`config.mk`:
```
export PLATFORM = sky130hd
export DESIGN_NAME = spi_ctrl
export DESIGN_NICKNAME = d
export VERILOG_FILES = /design/src/verilog/spi_pkg.sv /design/src/verilog/spi_fifo.sv /design/src/verilog/spi_reg_file.sv /design/src/verilog/spi_engine.sv /design/src/verilog/spi_ctrl.sv
export SDC_FILE = /design/constraint.sdc
export NUM_CORES = 1
export LEC_CHECK = 0
export ABC_AREA = 0
export CORE_MARGIN = 2
export CORE_UTILIZATION = 45
export CTS_CLUSTER_DIAMETER = 120
export DETAILED_ROUTE_END_ITERATION = 16
export DONT_BUFFER_PORTS = 1
export PLACE_DENSITY_LB_ADDON = 0.08
export SLEW_MARGIN = 20
export SYNTH_ARGS = -nofsm -noshare
export SYNTH_HDL_FRONTEND = slang
export SYNTH_SLANG_ARGS = --single-unit
```
`constraint.sdc`:
```
create_clock -name clk_i -period 4 [get_ports clk_i]
set_clock_uncertainty 0.1 [all_clocks]
set_input_delay 0.8 -clock clk_i [delete_from_list [all_inputs] [get_ports clk_i]]
set_output_delay 0.8 -clock clk_i [all_outputs]
set_load 0.1 [all_outputs]
```
`src/verilog/spi_pkg.sv`:
```
/*
 * Shared definitions for the SPI master controller.
 * Holds the data widths, the register map, the configuration reset values
 * and the engine state type. Modules import it inside their body.
 */

package spi_pkg;

    // sizes --------------------
    localparam int SPI_DATA_WIDTH = 8;
    localparam int FIFO_DEPTH     = 16;
    localparam int SLAVE_NUM      = 2;   // one chip select per slave.

    typedef logic [SPI_DATA_WIDTH-1:0] spi_data_t;
    typedef logic [SPI_DATA_WIDTH:0]   spi_tx_word_t;   // bit 8 closes the frame.
    typedef logic [2:0]                reg_addr_t;
    typedef logic [31:0]               reg_data_t;
    typedef logic [7:0]                clk_div_t;       // half period is value + 1.
    typedef logic [7:0]                wait_time_t;

    // register map -------------
    localparam reg_addr_t ADDR_CONTROL   = 3'd0;
    localparam reg_addr_t ADDR_STATUS    = 3'd1;
    localparam reg_addr_t ADDR_CLK_DIV   = 3'd2;
    localparam reg_addr_t ADDR_WAIT_TIME = 3'd3;
    localparam reg_addr_t ADDR_SLAVE_SEL = 3'd4;
    localparam reg_addr_t ADDR_TX_DATA   = 3'd5;
    localparam reg_addr_t ADDR_RX_DATA   = 3'd6;
    localparam reg_addr_t ADDR_PARAM     = 3'd7;

    // reset values.
    localparam reg_data_t                    CONTROL_RESET   = '0;
    localparam clk_div_t                     CLK_DIV_RESET   = 8'd1;
    localparam wait_time_t                   WAIT_TIME_RESET = 8'd2;
    localparam logic [$clog2(SLAVE_NUM)-1:0] SLAVE_SEL_RESET = '0;

    typedef enum logic [2:0] {
        IDLE,
        LOAD,
        SHIFT,
        HOLD,
        GAP
    } engine_state_t;

endpackage

```
`src/verilog/spi_fifo.sv`:
```
/*
 * Synchronous first-word-fall-through FIFO with valid/ready on both sides.
 * A pushed word shows at the output on the next cycle. Used for the
 * TX words and the RX bytes. flush_i empties it in one cycle.
 */
`timescale 1ns/1ns

module spi_fifo #(
    parameter int WIDTH = 8,
    parameter int DEPTH = 16
) (
    input  logic             clk_i,
    input  logic             rst_n_i,
    input  logic             flush_i,
    input  logic             in_valid_i,
    input  logic [WIDTH-1:0] in_data_i,
    output logic             in_ready_o,
    output logic             out_valid_o,
    output logic [WIDTH-1:0] out_data_o,
    input  logic             out_ready_i
);
    localparam int PTR_W = $clog2(DEPTH);

    logic [WIDTH-1:0] mem [DEPTH];
    logic [PTR_W-1:0] wr_ptr;
    logic [PTR_W-1:0] rd_ptr;
    logic [PTR_W:0]   count;
    logic             push;
    logic             pop;

    assign in_ready_o  = (count != (PTR_W + 1)'(DEPTH));
    assign out_valid_o = (count != '0);
    assign out_data_o  = mem[rd_ptr];   // fall through.
    assign push        = in_valid_i && in_ready_o;
    assign pop         = out_valid_o && out_ready_i;

    always_ff @(posedge clk_i) begin
        if (!rst_n_i || flush_i) begin
            wr_ptr <= '0;
            rd_ptr <= '0;
            count  <= '0;
        end else begin
            if (push) begin
                wr_ptr <= (wr_ptr == PTR_W'(DEPTH - 1)) ? '0 : wr_ptr + 1'b1;
            end
            if (pop) begin
                rd_ptr <= (rd_ptr == PTR_W'(DEPTH - 1)) ? '0 : rd_ptr + 1'b1;
            end
            case ({push, pop})
                2'b10:   count <= count + 1'b1;
                2'b01:   count <= count - 1'b1;
                default: ;
            endcase
        end
    end

    always_ff @(posedge clk_i) begin
        if (push) begin
            mem[wr_ptr] <= in_data_i;
        end
    end

    a_count_range: assert property (@(posedge clk_i) disable iff (!rst_n_i)
        count <= (PTR_W + 1)'(DEPTH));
    // consumers must only pop a word they can see.
    a_no_pop_empty: assert property (@(posedge clk_i) disable iff (!rst_n_i)
        out_ready_i |-> out_valid_o)
        else $error("pop while empty");

endmodule

```
`src/verilog/spi_reg_file.sv`:
```
/*
 * Register port of the SPI controller.
 * Decodes host writes and reads, holds the configuration, turns TX data
 * writes into FIFO pushes and RX data reads into pops. Read data comes
 * back registered, one cycle after the read strobe.
 */
`timescale 1ns/1ns

module spi_reg_file (
    input  logic                                  clk_i,
    input  logic                                  rst_n_i,
    input  spi_pkg::reg_addr_t                    reg_addr_i,
    input  logic                                  reg_wr_i,
    input  spi_pkg::reg_data_t                    reg_wdata_i,
    input  logic                                  reg_rd_i,
    input  logic                                  tx_ready_i,
    input  logic                                  tx_empty_i,
    input  logic                                  rx_valid_i,
    input  logic                                  rx_full_i,
    input  spi_pkg::spi_data_t                    rx_byte_i,
    input  logic                                  busy_i,
    output spi_pkg::reg_data_t                    reg_rdata_o,
    output logic                                  tx_push_o,
    output spi_pkg::spi_tx_word_t                 tx_word_o,
    output logic                                  rx_pop_o,
    output logic                                  cpol_o,
    output logic                                  cpha_o,
    output spi_pkg::clk_div_t                     clk_div_o,
    output spi_pkg::wait_time_t                   wait_time_o,
    output logic [$clog2(spi_pkg::SLAVE_NUM)-1:0] slave_sel_o,
    output logic                                  soft_rst_o
);
    import spi_pkg::*;

    reg_data_t status_word;
    reg_data_t param_word;
    reg_data_t rd_mux;

    assign tx_push_o = reg_wr_i && (reg_addr_i == ADDR_TX_DATA);
    assign tx_word_o = reg_wdata_i[SPI_DATA_WIDTH:0];
    assign rx_pop_o  = reg_rd_i && (reg_addr_i == ADDR_RX_DATA) && rx_valid_i;

    // live status, read-only.
    assign status_word = reg_data_t'({busy_i, ~tx_ready_i, rx_full_i, tx_empty_i, ~rx_valid_i});
    assign param_word  = reg_data_t'({8'(FIFO_DEPTH), 8'(SPI_DATA_WIDTH)});

    // configuration --------
    always_ff @(posedge clk_i) begin
        if (!rst_n_i) begin
            {cpha_o, cpol_o, soft_rst_o} <= CONTROL_RESET[2:0];
            clk_div_o                    <= CLK_DIV_RESET;
            wait_time_o                  <= WAIT_TIME_RESET;
            slave_sel_o                  <= SLAVE_SEL_RESET;
        end else begin
            soft_rst_o <= 1'b0;   // one cycle pulse.
            if (reg_wr_i) begin
                case (reg_addr_i)
                    ADDR_CONTROL: begin
                        soft_rst_o <= reg_wdata_i[0];
                        cpol_o     <= reg_wdata_i[1];
                        cpha_o     <= reg_wdata_i[2];
                    end
                    ADDR_CLK_DIV:   clk_div_o   <= reg_wdata_i[$bits(clk_div_t)-1:0];
                    ADDR_WAIT_TIME: wait_time_o <= reg_wdata_i[$bits(wait_time_t)-1:0];
                    ADDR_SLAVE_SEL: slave_sel_o <= reg_wdata_i[$clog2(SLAVE_NUM)-1:0];
                    default: ;
                endcase
            end
        end
    end

    // read path ------------
    always_comb begin
        case (reg_addr_i)
            ADDR_CONTROL:   rd_mux = reg_data_t'({cpha_o, cpol_o, soft_rst_o});
            ADDR_STATUS:    rd_mux = status_word;
            ADDR_CLK_DIV:   rd_mux = reg_data_t'(clk_div_o);
            ADDR_WAIT_TIME: rd_mux = reg_data_t'(wait_time_o);
            ADDR_SLAVE_SEL: rd_mux = reg_data_t'(slave_sel_o);
            ADDR_RX_DATA:   rd_mux = rx_valid_i ? reg_data_t'(rx_byte_i) : '0;
            ADDR_PARAM:     rd_mux = param_word;
            default:        rd_mux = '0;   // tx data is write only.
        endcase
    end

    always_ff @(posedge clk_i) begin
        if (!rst_n_i) begin
            reg_rdata_o <= '0;
        end else if (reg_rd_i) begin
            reg_rdata_o <= rd_mux;
        end
    end

    // the flush from a soft reset would swallow a word written right behind it.
    a_no_push_on_flush: assert property (@(posedge clk_i) disable iff (!rst_n_i)
        soft_rst_o |-> !tx_push_o)
        else $error("tx push issued during soft reset");

endmodule

```
`src/verilog/spi_engine.sv`:
```
/*
 * SPI shift engine.
 * Takes words from the TX FIFO, shifts them out MSB first on MOSI while
 * sampling MISO, and pushes each received byte into the RX FIFO.
 * cpol/cpha pick the idle level and edges, clk_div the SCLK half period.
 * A word with the last flag closes the frame and starts the wait time.
 */
`timescale 1ns/1ns

module spi_engine (
    input  logic                                  clk_i,
    input  logic                                  rst_n_i,
    input  logic                                  soft_rst_i,
    input  logic                                  cpol_i,
    input  logic                                  cpha_i,
    input  spi_pkg::clk_div_t                     clk_div_i,
    input  spi_pkg::wait_time_t                   wait_time_i,
    input  logic [$clog2(spi_pkg::SLAVE_NUM)-1:0] slave_sel_i,
    input  logic                                  tx_valid_i,
    input  spi_pkg::spi_tx_word_t                 tx_word_i,
    input  logic                                  rx_ready_i,
    input  logic                                  miso_i,
    output logic                                  tx_pop_o,
    output logic                                  rx_push_o,
    output spi_pkg::spi_data_t                    rx_byte_o,
    output logic                                  busy_o,
    output logic                                  sclk_o,
    output logic                                  mosi_o,
    output logic [spi_pkg::SLAVE_NUM-1:0]         cs_n_o
);
    import spi_pkg::*;

    engine_state_t state;
    clk_div_t      half_cnt;
    wait_time_t    gap_cnt;
    logic [3:0]    edge_cnt;     // 16 sclk edges per word.
    spi_data_t     tx_sr;
    spi_data_t     rx_sr;
    logic          last_q;
    logic          rx_pend;
    logic          half_done;
    logic          sample_edge;
    logic          rx_done;

    assign half_done   = (half_cnt == '0);
    assign sample_edge = ~edge_cnt[0] ^ cpha_i;   // leading edge for cpha 0.
    assign rx_done     = ~rx_pend | rx_ready_i;

    assign tx_pop_o  = (state == LOAD) && tx_valid_i;
    assign rx_push_o = (state == HOLD) && rx_pend && rx_ready_i;
    assign rx_byte_o = rx_sr;
    assign busy_o    = (state != IDLE);

    // state and pins -------
    always_ff @(posedge clk_i) begin
        if (!rst_n_i || soft_rst_i) begin
            state   <= IDLE;
            sclk_o  <= cpol_i & rst_n_i;   // back to idle level.
            mosi_o  <= 1'b0;
            cs_n_o  <= '1;
            rx_pend <= 1'b0;
        end else begin
            case (state)
                IDLE: begin
                    sclk_o <= cpol_i;
                    if (tx_valid_i) begin
                        state <= LOAD;
                    end
                end
                LOAD: begin
                    // cs stays low here while the frame is open.
                    if (tx_valid_i) begin
                        cs_n_o              <= '1;
                        cs_n_o[slave_sel_i] <= 1'b0;
                        if (!cpha_i) begin
                            mosi_o <= tx_word_i[SPI_DATA_WIDTH-1];   // first bit before edge.
                        end
                        state <= SHIFT;
                    end
                end
                SHIFT: begin
                    if (half_done) begin
                        sclk_o <= ~sclk_o;
                        if (!sample_edge) begin
                            mosi_o <= tx_sr[SPI_DATA_WIDTH-1];
                        end
                        if (edge_cnt == 4'd15) begin
                            rx_pend <= 1'b1;
                            state   <= HOLD;
                        end
                    end
                end
                HOLD: begin
                    if (rx_push_o) begin
                        rx_pend <= 1'b0;
                    end
                    if (rx_done && !last_q) begin
                        state <= LOAD;
                    end else if (rx_done && half_done) begin
                        cs_n_o <= '1;   // frame closed.
                        state  <= GAP;
                    end
                end
                GAP: begin
                    if (gap_cnt == '0) begin
                        state <= IDLE;
                    end
                end
                default: state <= IDLE;
            endcase
        end
    end

    // counters and shifters.
    always_ff @(posedge clk_i) begin
        case (state)
            LOAD: begin
                half_cnt <= clk_div_i;
                edge_cnt <= '0;
                last_q   <= tx_word_i[SPI_DATA_WIDTH];
                tx_sr    <= cpha_i ? tx_word_i[SPI_DATA_WIDTH-1:0]
                                   : {tx_word_i[SPI_DATA_WIDTH-2:0], 1'b0};
            end
            SHIFT: begin
                if (half_done) begin
                    half_cnt <= clk_div_i;
                    edge_cnt <= edge_cnt + 1'b1;
                    if (sample_edge) begin
                        rx_sr <= {rx_sr[SPI_DATA_WIDTH-2:0], miso_i};
                    end else begin
                        tx_sr <= {tx_sr[SPI_DATA_WIDTH-2:0], 1'b0};
                    end
                end else begin
                    half_cnt <= half_cnt - 1'b1;
                end
            end
            HOLD: begin
                gap_cnt <= wait_time_i;
                if (!half_done) begin
                    half_cnt <= half_cnt - 1'b1;
                end
            end
            GAP: begin
                if (gap_cnt != '0) begin
                    gap_cnt <= gap_cnt - 1'b1;
                end
            end
            default: ;
        endcase
    end

    a_one_cs: assert property (@(posedge clk_i) disable iff (!rst_n_i)
        $onehot0(~cs_n_o))
        else $error("more than one chip select active");

endmodule

```
`src/verilog/spi_ctrl.sv`:
```
/*
 * Top level of the SPI master controller.
 * Connects the register port, the TX and RX FIFOs and the shift engine.
 * All blocks share one clock and one synchronous reset.
 */
`timescale 1ns/1ns

module spi_ctrl (
    input  logic                          clk_i,
    input  logic                          rst_n_i,
    input  spi_pkg::reg_addr_t            reg_addr_i,
    input  logic                          reg_wr_i,
    input  spi_pkg::reg_data_t            reg_wdata_i,
    input  logic                          reg_rd_i,
    output spi_pkg::reg_data_t            reg_rdata_o,
    output logic                          sclk_o,
    output logic                          mosi_o,
    input  logic                          miso_i,
    output logic [spi_pkg::SLAVE_NUM-1:0] cs_n_o
);
    import spi_pkg::*;

    logic                         tx_push;
    spi_tx_word_t                 tx_word;
    logic                         tx_ready;
    logic                         tx_valid;
    spi_tx_word_t                 tx_word_out;
    logic                         tx_pop;
    logic                         rx_push;
    spi_data_t                    rx_byte;
    logic                         rx_ready;
    logic                         rx_valid;
    spi_data_t                    rx_byte_out;
    logic                         rx_pop;
    logic                         cpol;
    logic                         cpha;
    clk_div_t                     clk_div;
    wait_time_t                   wait_time;
    logic [$clog2(SLAVE_NUM)-1:0] slave_sel;
    logic                         soft_rst;
    logic                         busy;

    spi_reg_file reg_file (
        .clk_i      (clk_i),
        .rst_n_i    (rst_n_i),
        .reg_addr_i (reg_addr_i),
        .reg_wr_i   (reg_wr_i),
        .reg_wdata_i(reg_wdata_i),
        .reg_rd_i   (reg_rd_i),
        .tx_ready_i (tx_ready),
        .tx_empty_i (~tx_valid),
        .rx_valid_i (rx_valid),
        .rx_full_i  (~rx_ready),
        .rx_byte_i  (rx_byte_out),
        .busy_i     (busy),
        .reg_rdata_o(reg_rdata_o),
        .tx_push_o  (tx_push),
        .tx_word_o  (tx_word),
        .rx_pop_o   (rx_pop),
        .cpol_o     (cpol),
        .cpha_o     (cpha),
        .clk_div_o  (clk_div),
        .wait_time_o(wait_time),
        .slave_sel_o(slave_sel),
        .soft_rst_o (soft_rst)
    );

    spi_fifo #(
        .WIDTH(SPI_DATA_WIDTH + 1),
        .DEPTH(FIFO_DEPTH)
    ) tx_fifo (
        .clk_i      (clk_i),
        .rst_n_i    (rst_n_i),
        .flush_i    (soft_rst),
        .in_valid_i (tx_push),
        .in_data_i  (tx_word),
        .in_ready_o (tx_ready),
        .out_valid_o(tx_valid),
        .out_data_o (tx_word_out),
        .out_ready_i(tx_pop)
    );

    spi_fifo #(
        .WIDTH(SPI_DATA_WIDTH),
        .DEPTH(FIFO_DEPTH)
    ) rx_fifo (
        .clk_i      (clk_i),
        .rst_n_i    (rst_n_i),
        .flush_i    (soft_rst),
        .in_valid_i (rx_push),
        .in_data_i  (rx_byte),
        .in_ready_o (rx_ready),
        .out_valid_o(rx_valid),
        .out_data_o (rx_byte_out),
        .out_ready_i(rx_pop)
    );

    spi_engine engine (
        .clk_i      (clk_i),
        .rst_n_i    (rst_n_i),
        .soft_rst_i (soft_rst),
        .cpol_i     (cpol),
        .cpha_i     (cpha),
        .clk_div_i  (clk_div),
        .wait_time_i(wait_time),
        .slave_sel_i(slave_sel),
        .tx_valid_i (tx_valid),
        .tx_word_i  (tx_word_out),
        .rx_ready_i (rx_ready),
        .miso_i     (miso_i),
        .tx_pop_o   (tx_pop),
        .rx_push_o  (rx_push),
        .rx_byte_o  (rx_byte),
        .busy_o     (busy),
        .sclk_o     (sclk_o),
        .mosi_o     (mosi_o),
        .cs_n_o     (cs_n_o)
    );

endmodule

```
==> results of run 1 <==
==> power groups by stage <==
stage               clock [W]  combinational [W]  sequential [W]
floorplan                   0           0.000502         0.00461
global route          0.00378           0.000614         0.00459
finish                0.00354           0.000541         0.00457
global placement            0           0.000545         0.00465
CTS                   0.00363           0.000550         0.00457
detailed placement          0           0.000546         0.00466
==> path summary, 6_finish.rpt <==
check        cells after the start  slack (ns)                 endpoint
min reg2reg                      2        0.38  reg_file.wait_time_o[5]
min                              1        0.22    reg_file.clk_div_o[0]
max                             10        0.83         tx_fifo.count[4]
max reg2reg                     10        0.83         tx_fifo.count[4]
==> worst reg2reg max path, cell delays in order, from the launching register on <==
cell	delay, ns
dfxtp_1	0.38
or4_4	0.56
o21ai_4	0.28
inv_1	0.17
ha_1	0.34
xor2_1	0.18
ha_1	0.26
nor2b_1	0.15
a2111oi_2	0.41
o21a_1	0.18
nor3_1	0.04
==> logic make-up after synthesis <==
| family | Yosys count | share of synthesized area |
|---|---|---|
| fa+ha+maj | 20 | 0.0157 |
| simple gates | 285 | 0.0821 |
| buf+inv | 100 | 0.0308 |
| compound gates | 145 | 0.0577 |
| xor+xnor | 28 | 0.0154 |
| flops | 380 | 0.671 |
| mux | 106 | 0.127 |
| other cells | 1 | 0.000235 |
==> layout by cell type, fill, tap and decap left out, types with 21 or more instances in the layout <==
master / instances
inv_1: 26
a21oi_1: 45
clkbuf_16: 42
dfxtp_1: 67
nor2b_1: 21
nand2_1: 102
buf_4: 42
edfxtp_1: 310
mux2i_1: 24
nor2_1: 85
conb_1: 23
o21ai_0: 30
mux4_2: 77
==> synthesized netlist by cell type, drive strengths merged, types with 3 or more instances <==
library cell	n	area share
clkbuf	30	0.0071
dfxtp	70	0.088
o21a	5	0.0024
nor3	18	0.0056
inv	26	0.0061
and3	4	0.0016
nand4	3	0.0012
a21boi	17	0.0080
nand3	15	0.0047
xnor2	10	0.0055
o22ai	6	0.0024
or3	4	0.0016
nor2	86	0.020
a21oi	45	0.014
edfxtp	310	0.58
mux4	77	0.11
mux2i	24	0.015
a311oi	3	0.0016
and2	3	0.0012
xor2	18	0.0099
nand2	102	0.024
buf	44	0.018
ha	20	0.016
a22oi	6	0.0028
o211ai	3	0.0014
a31oi	8	0.0031
a211oi	5	0.0024
nand2b	9	0.0035
nor3b	3	0.0014
nor2b	21	0.0082
mux2	5	0.0035
o21ai	32	0.011
or4	3	0.0016
nor4	3	0.0012
==> final cells by class <==
type / count / area (sq um)
clock buffer: 51 / 1080
clock inverter: 24 / 156
fill: 2956 / 16900
inverter: 26 / 97.6
multi-input combinational: 607 / 4840
sequential: 380 / 10700
tap: 455 / 569
timing repair buffer: 42 / 315
==> flip-flops by register name, indices dropped and copies added, names as in the netlist, 8 cells and up, named ones only <==
register and count:
engine.gap_cnt 8, engine.half_cnt 8, rx_fifo.mem 128, engine.tx_sr 8, reg_file.wait_time_o 8, reg_file.reg_rdata_o 9, reg_file.clk_div_o 8, tx_fifo.mem 144
engine.rx_byte_o 8
==> metal layers <==
layer	up-vias	GRT usage	wire [microns]
li1	4071	-	-
met1	4353	0.274	15700
met2	154	0.293	15700
met3	45	0.0302	1340
met4	0	0.0599	708
met5	-	0	0
==> metrics by stage <==
step	instance area (sq um)	power (W)
after detailed placement	16500	0.00520
after floorplan	16000	0.00511
final	17800	0.00865
after global routing	17800	0.00898
after global placement	16500	0.00520
after CTS	17800	0.00876
==> impl_metrics.yaml, run 1 <==
yosys:
  synth_cell_types: 62
  synth-async-reset-ratio: 0
  avgSynthCellArea_sq_um: 15.0
  synth_edf_count: 310
  ys_warn_count: 0
  ys_ff_latch: 380
  syn_area_sq_um: 16000
  ys.flop_type: "edfxtp_1"
  synth_seq_area_share: 0.671
  netlist_instances: 1065
pwr:
  peakVddDrop_mv: 0.299
  powerDensity_nw_per_um2: 487
  p_leak_nw: 5.76
  power_frac_comb: 0.063
  power_frac_seq: 0.529
  clockPowerShare: 0.409
  cellInternalPower_w: 0.00659
  switching_share: 0.238
  p_switching_w: 0.00206
finish:
  diodes: 0
  fin_util: 0.512
  layout.nets: 1159
  layout-area-overhead-vs-synth_pct: 11.4
  drive_above_1_share: 0.166
  layout.cells.non_filler: 1585
die:
  chipHeight_microns: 192
  die_area_sq_um: 37000
  core_area_sq_um: 34700
  rows: 68
  die_w_microns: 192
  ios: 76
  initial_core_util: 0.460
timing:
  fmax_mhz: 315
  drv_slew: 0
  tightestPinTransition_ns: 1.03
  setup_ws_ns: 0.825
  post-route-min-period_ns: 3.17
  fin_crit_sh: 0.794
  setup_viol: 0
  rsz0062_at_grt: "false"
  slew_headroom: 0.310
  tns_ns: 0
  worst_hold_slack_ns: 0.219
  finalHoldViolations: 0
clock_network:
  post_cts_resized: 0
  clk_latency_ns: 0.57
  tritoncts: "built"
  ctsHoldBuffers: 0
  h-tree-depth: 2
  cts_buffers: 42
  cts-root-buf: "clkbuf_16"
  clock_sinks: 380
  clockBufferDepth: 3
  cts_setup_buffers: 0
  clkTransAtPathRegs_ns: 0.06
detailed_routing:
  detail-route-antenna-nets: 0
  dr.pass1.iters: 5
  drc: 0
  vias: 8623
  drt-vias-per-instance: 5.44
  wirelength_microns: 33400
  drt-initial-drc-count: 749
  wl_per_cell_microns: 21.1
critical_path:
  crit_required_ns: 4.33
  cp_top_family: "compound AO/OA/AOI/OAI gates"
  slowest_stage: "or4_4"
  cp-end-kind: "flip-flop"
  cp_cell_sequence: "or4_4 -> o21ai_4 -> inv_1 -> ha_1 -> xor2_1 -> ha_1 -> nor2b_1 -> a2111oi_2 -> o21a_1 -> nor3_1"
  r2r-start: "tx_fifo.count[1]"
  arrival_ns: 3.50
  path_max_fanout: 10
  crit_buf_inv: 1
  critPathKind: "flip-flop to flip-flop"
  crit_path_start_kind: "flip-flop"
  crit_top_cell: "ha_1"
  cp_slowest_stage_delay_ns: 0.56
  critPathLaunch: "tx_fifo.count[1]"
placement:
  dp.cells: 1510
  pre_cts_slack_ns: 0.793
  place_congestion: 0.789
  numPortBuffers: 0
  hpwl_microns: 21800
min_path:
  hold_start: "rst_n_i"
  hold_class: "primary input to flip-flop"
global_routing:
  grt_pass1_wl_microns: 51400
  grt_overflow_total: 0
  grt_max_degree: 34
  grtUsageTotal: 0.189
  grt_antenna_before_repair: 0
  grt_pass1_vias: 8538
run:
  drv_cap: 0
run_status:
  status: "complete, no violations"
Note: power is estimated with default switching activity, not from simulation.
==> run 2: changes to the inputs <==
- ABC_AREA: 0 -> 1
- clock period: 4 -> 2.6 ns (I/O delays scaled with it)
==> impl_metrics.yaml, run 2 <==
global_routing:
  grt_pass1_vias: 10400
  grt_overflow_total: 0
  grtUsageTotal: 0.208
  grt_max_degree: 63
  grt_antenna_before_repair: 3
  grt_pass1_wl_microns: 60200
yosys:
  synth-xor-area-share: 0.0114
  synth_area_leader_cell: "edfxtp_1"
  yosys.area.top_type_share: 0.576
  synthMuxAreaShare: 0
  ys_warn_count: 0
  ys.flop_type: "edfxtp_1"
  synth-async-reset-ratio: 0
  yosysMostFrequentCell: "edfxtp_1"
  synth_seq_area_share: 0.663
  synth_compound_area_frac: 0.0984
  synthAdderAreaFrac: 0.0155
  synth_cell_types: 46
  netlist_top_cells_area: "edfxtp_1 58%, dfxtp_1 8.7%, nand2_1 6.0%, nor2_1 4.6%, o21ai_0 4.3%"
  syn_area_sq_um: 16200
  synth_edf_count: 310
  synth_top_family_by_area: "simple AND/OR/NAND/NOR gates"
  ys_ff_latch: 380
  synth_common_cells: "310 x edfxtp_1, 259 x nand2_1, 196 x nor2_1"
  netlist_instances: 1504
  synth_simple_gate_area_share: 0.162
  avgSynthCellArea_sq_um: 10.7
detailed_routing:
  dr.pass1.iters: 5
  drt-vias-per-instance: 5.22
  drc: 0
  vias: 10900
  top_layer: "met5"
  met2_length_microns: 18200
  drt-initial-drc-count: 671
  wl_met1_microns: 17500
  dr_wl_met3_microns: 1930
  wirelength_microns: 38800
  wl_per_cell_microns: 18.7
  detail-route-antenna-nets: 0
placement:
  hpwl_microns: 24700
  numPortBuffers: 0
  post_dp_cell_area_sq_um: 17000
  place_congestion: 0.814
  dp.cells: 1986
clock_network:
  clk_latency_ns: 0.56
  cts_setup_buffers: 0
  cts-root-buf: "clkbuf_16"
  cts_buffers: 42
  clock_sinks: 380
  h-tree-depth: 2
  clockBufferDepth: 3
  tritoncts: "built"
  clkTransAtPathRegs_ns: 0.06
critical_path:
  slowest_stage: "dfxtp_1"
  critPathKind: "flip-flop to flip-flop"
  path_max_fanout: 6
  crit_required_ns: 2.96
  arrival_ns: 2.76
  cp_slowest_stage_delay_ns: 0.34
  cp_cell_sequence: "nor2_1 -> nand3_1 -> nand2_4 -> inv_4 -> ha_1 -> xor2_1 -> ha_1 -> inv_1 -> nand2_2 -> xor2_1 -> o21ai_0 -> inv_1"
  cp-end-kind: "flip-flop"
  crit_path_start_kind: "flip-flop"
die:
  rows: 69
  chipHeight_microns: 193
  core_area_sq_um: 35500
  die_area_sq_um: 37400
  die_w_microns: 193
  initial_core_util: 0.455
  ios: 76
timing:
  tightestPinTransition_ns: 0.900
  finalHoldViolations: 0
  drv_slew: 0
  fin_crit_sh: 0.924
  post-route-min-period_ns: 2.40
  rsz0062_at_grt: "false"
  setup_viol: 0
  fmax_mhz: 416
  slew_headroom: 0.398
  tns_ns: 0
run:
  drv_cap: 0
finish:
  largest_reg_flops: 144
  layout-area-overhead-vs-synth_pct: 15.2
  layout.cells.non_filler: 2081
  fin_area_sq_um: 18600
  final_cell_mix: "310 x edfxtp_1, 258 x nand2_1, 195 x nor2_1, 136 x o21ai_0, 130 x nand3_1"
  reg.largest.list: "tx_fifo.mem (144), rx_fifo.mem (128), reg_file.reg_rdata_o (9)"
  fin_util: 0.525
  layout.nets: 1642
  seq_area_sq_um: 10700
  drive_above_1_share: 0.113
  final_common_cell: "edfxtp_1"
  top_register: "tx_fifo.mem"
  multi_input_area_sq_um: 4750
  nFillCells: 3131
pwr:
  fin_total_pwr_w: 0.0150
  p_leak_nw: 6.74
  powerDensity_nw_per_um2: 805
  peakVddDrop_mv: 0.486
min_path:
  hold_class: "primary input to flip-flop"
run_status:
  status: "complete, no violations"
[run 2: cell count changes in the layout (fill, tap and decap cells not counted), sizes merged, moves of 22 or more]
cell    delta
buf       +41
nand2    +162
nor2     +119
inv       +68
mux4      -77
nand3    +117
mux2i     -24
o221ai    +22
o21ai    +115
[run 2: final cells by class]
class	instances	area share
Sequential cell	380	0.575
Clock inverter	27	0.0164
Timing Repair Buffer	96	0.0425
Inverter	98	0.0199
Tap cell	461	0.0310
Antenna cell	5	0.000672
Multi-Input combinational cell	964	0.255
Clock buffer	50	0.0591
[run 2: what timing repair did]
item	CTS	global route
setup endpoints to repair	0	2
hold endpoints to repair	171	0
resized for setup	0	11
hold buffers	13	0
[run 2: report_power, final]
group	switching (W)	total, W	internal (W)
Sequential	0.000124	0.00693	0.00681
Clock	0.00243	0.00606	0.00363
Combinational	0.00145	0.00200	0.000547
Total	0.00401	0.0150	0.0110
[run 2: critical path: cells and delay by family, from the launching register on]
kind	cells	cell delay (ns)
buf+inv	3	0.17
compound gates	1	0.16
simple gates	4	0.70
fa+ha+maj	2	0.50
xor+xnor	2	0.33
flops	1	0.34
[run 2: metal layers]
layer,GRT usage,up-vias
li1,-,5378
met1,0.283,5182
met2,0.331,239
met3,0.0399,66
met4,0.0826,2
met5,0,-
[run 2: kinds of logic (layout without fill, tap and decap cells)]
kind of cell    after synthesis  after routing
simple gates                621            621
flops                       380            380
compound gates              279            279
buf+inv                     182            271
xor+xnor                     21             21
fa+ha+maj                    20             20
other cells                   1             28
[run 2: final timing paths]
check / startpoint / end / slack [ns] / cells past startpoint
max: tx_fifo.count[0] / tx_fifo.count[2] / 0.20 / 12
min: reg_rd_i / reg_file.reg_rdata_o[7] / 0.03 / 2
max reg2reg: tx_fifo.count[0] / tx_fifo.count[2] / 0.20 / 12
min reg2reg: reg_file.reg_rdata_o[1] / reg_file.reg_rdata_o[1] / 0.37 / 2
[run 2: per-stage QoR]
stage	setup WS, ns	hold slack, ns
after CTS	0.148	0.00354
after global placement	0.0451	0.358
after floorplan	0.0117	0.344
final	0.198	0.0290
after global routing	0.0173	0.0130
after detailed placement	0.0555	0.356
==> run 3: changes to the inputs <==
- CORE_ASPECT_RATIO: not set -> 1.25
==> impl_metrics.yaml, run 3 (synthesized netlist as in run 2, its figures left out) <==
pwr:
  p_leak_nw: 6.74
  peakVddDrop_mv: 0.524
  p_switching_w: 0.00391
  cellInternalPower_w: 0.0107
  switching_share: 0.267
  power_frac_comb: 0.137
  power_frac_seq: 0.473
  clockPowerShare: 0.390
  powerDensity_nw_per_um2: 786
  fin_total_pwr_w: 0.0146
timing:
  slew_headroom: 0.520
  fmax_mhz: 423
  rsz0062_at_grt: "false"
  post-route-min-period_ns: 2.36
  setup_ws_ns: 0.238
  fin_crit_sh: 0.908
  tightestPinTransition_ns: 0.720
  tns_ns: 0
  drv_slew: 0
  setup_viol: 0
  finalHoldViolations: 0
clock_network:
  h-tree-depth: 2
  cts_setup_buffers: 0
  clock_sinks: 380
  clockBufferDepth: 3
  cts_buffers: 40
  clk_latency_ns: 0.55
  tritoncts: "built"
  clkTransAtPathRegs_ns: 0.06
  cts-root-buf: "clkbuf_16"
detailed_routing:
  detail-route-antenna-nets: 0
  dr.pass1.iters: 4
  drc: 0
  drt-vias-per-instance: 5.25
  wirelength_microns: 40200
  wl_per_cell_microns: 19.2
  drt-initial-drc-count: 668
  vias: 11000
global_routing:
  grt_overflow_total: 0
  grt_antenna_before_repair: 4
  grt_pass1_wl_microns: 62300
  grt_pass1_vias: 10900
  grtUsageTotal: 0.217
  grt_max_degree: 57
finish:
  top_register: "tx_fifo.mem"
  final_cell_mix: "310 x edfxtp_1, 258 x nand2_1, 193 x nor2_1, 135 x o21ai_0, 130 x nand3_1"
  reg.largest.list: "tx_fifo.mem (144), rx_fifo.mem (128), reg_file.reg_rdata_o (9)"
  drive_above_1_share: 0.114
  nFillCells: 3139
  layout-area-overhead-vs-synth_pct: 15.2
  final_common_cell: "edfxtp_1"
  largest_reg_flops: 144
  fin_util: 0.527
  fin_area_sq_um: 18600
  layout.nets: 1645
critical_path:
  crit_top_cell: "nand2_1"
  crit_required_ns: 2.98
  arrival_ns: 2.74
  cp_slowest_stage_delay_ns: 0.35
  critPathKind: "flip-flop to flip-flop"
  cp-end-kind: "flip-flop"
  crit_path_start_kind: "flip-flop"
  path_max_fanout: 6
  cp_cell_sequence: "buf_4 -> inv_2 -> nor3_4 -> nand2_4 -> inv_4 -> ha_1 -> xor2_1 -> ha_1 -> inv_1 -> nand2_2 -> nand2_2 -> nand2_1 -> nand2_1 -> nand2_1 -> nand2_1 -> a21oi_2"
  slowest_stage: "dfxtp_1"
placement:
  post_dp_cell_area_sq_um: 17100
  pre_cts_slack_ns: 0.0568
  numPortBuffers: 0
  place_congestion: 0.836
  hpwl_microns: 26500
die:
  rows: 77
  core_area_sq_um: 35400
  die_area_sq_um: 37500
  initial_core_util: 0.457
  ios: 76
  die_w_microns: 173
  chipHeight_microns: 216
run:
  drv_cap: 0
run_status:
  status: "complete, no violations"
min_path:
  hold_class: "primary input to flip-flop"
-- run 3: metrics by stage --
stage | instances | hold slack (ns)
final | 2090 | 0.0234
after global routing | 2089 | 0.0190
after CTS | 2089 | 0.000257
after detailed placement | 2004 | 0.372
after global placement | 2004 | 0.364
after floorplan | 1526 | 0.344
-- run 3: worst paths after layout --
| kind | start | to | slack (ns) | depth (start not counted) |
|---|---|---|---|---|
| max | engine.state[0] | tx_fifo.count[4] | 0.24 | 16 |
| max reg2reg | engine.state[0] | tx_fifo.count[4] | 0.24 | 16 |
| min | reg_rd_i | reg_file.reg_rdata_o[2] | 0.02 | 2 |
| min reg2reg | reg_file.clk_div_o[4] | reg_file.clk_div_o[4] | 0.38 | 2 |
-- run 3: critical path: cells and delay by family (launching register included) --
family / cells / cell delay (ns)
XOR/XNOR: 1 / 0.22
buffers and inverters: 4 / 0.33
adder cells (fa/ha/maj): 2 / 0.46
AO/OA/AOI/OAI: 1 / 0.10
AND/OR/NAND/NOR: 8 / 0.73
flip-flops: 1 / 0.35
-- run 3: area by class of cell --
cell class                      count  area (sq um)  area share
Inverter                           98           370      0.0199
Clock buffer                       47          1030      0.0552
Timing Repair Buffer              101           878      0.0472
Antenna cell                        1          2.50    0.000134
Clock inverter                     25           277      0.0149
Sequential cell                   380         10700       0.576
Multi-Input combinational cell    964          4760       0.255
Tap cell                          474           593      0.0319
-- run 3: routing by layer --
layer / up-vias / part of all wire / global-route usage
met2: 249 / 0.50 / 0.376
met4: 0 / 0.040 / 0.100
met5: - / 0 / 0
li1: 5386 / - / -
met1: 5258 / 0.42 / 0.267
met3: 77 / 0.046 / 0.0372
-- run 3: repair_timing --
action	in CTS	in global routing
hold endpoints to repair	154	0
setup endpoints to repair	0	2
hold buffers	13	0
resized for setup	0	15
-- run 3: power by group through the flow --
stage	logic, W	clock network [W]	registers [W]
after global routing	0.00223	0.00608	0.00695
after floorplan	0.00130	0	0.00720
after detailed placement	0.00197	0	0.00705
after global placement	0.00194	0	0.00705
after CTS	0.00203	0.00585	0.00693
final	0.00201	0.00571	0.00693
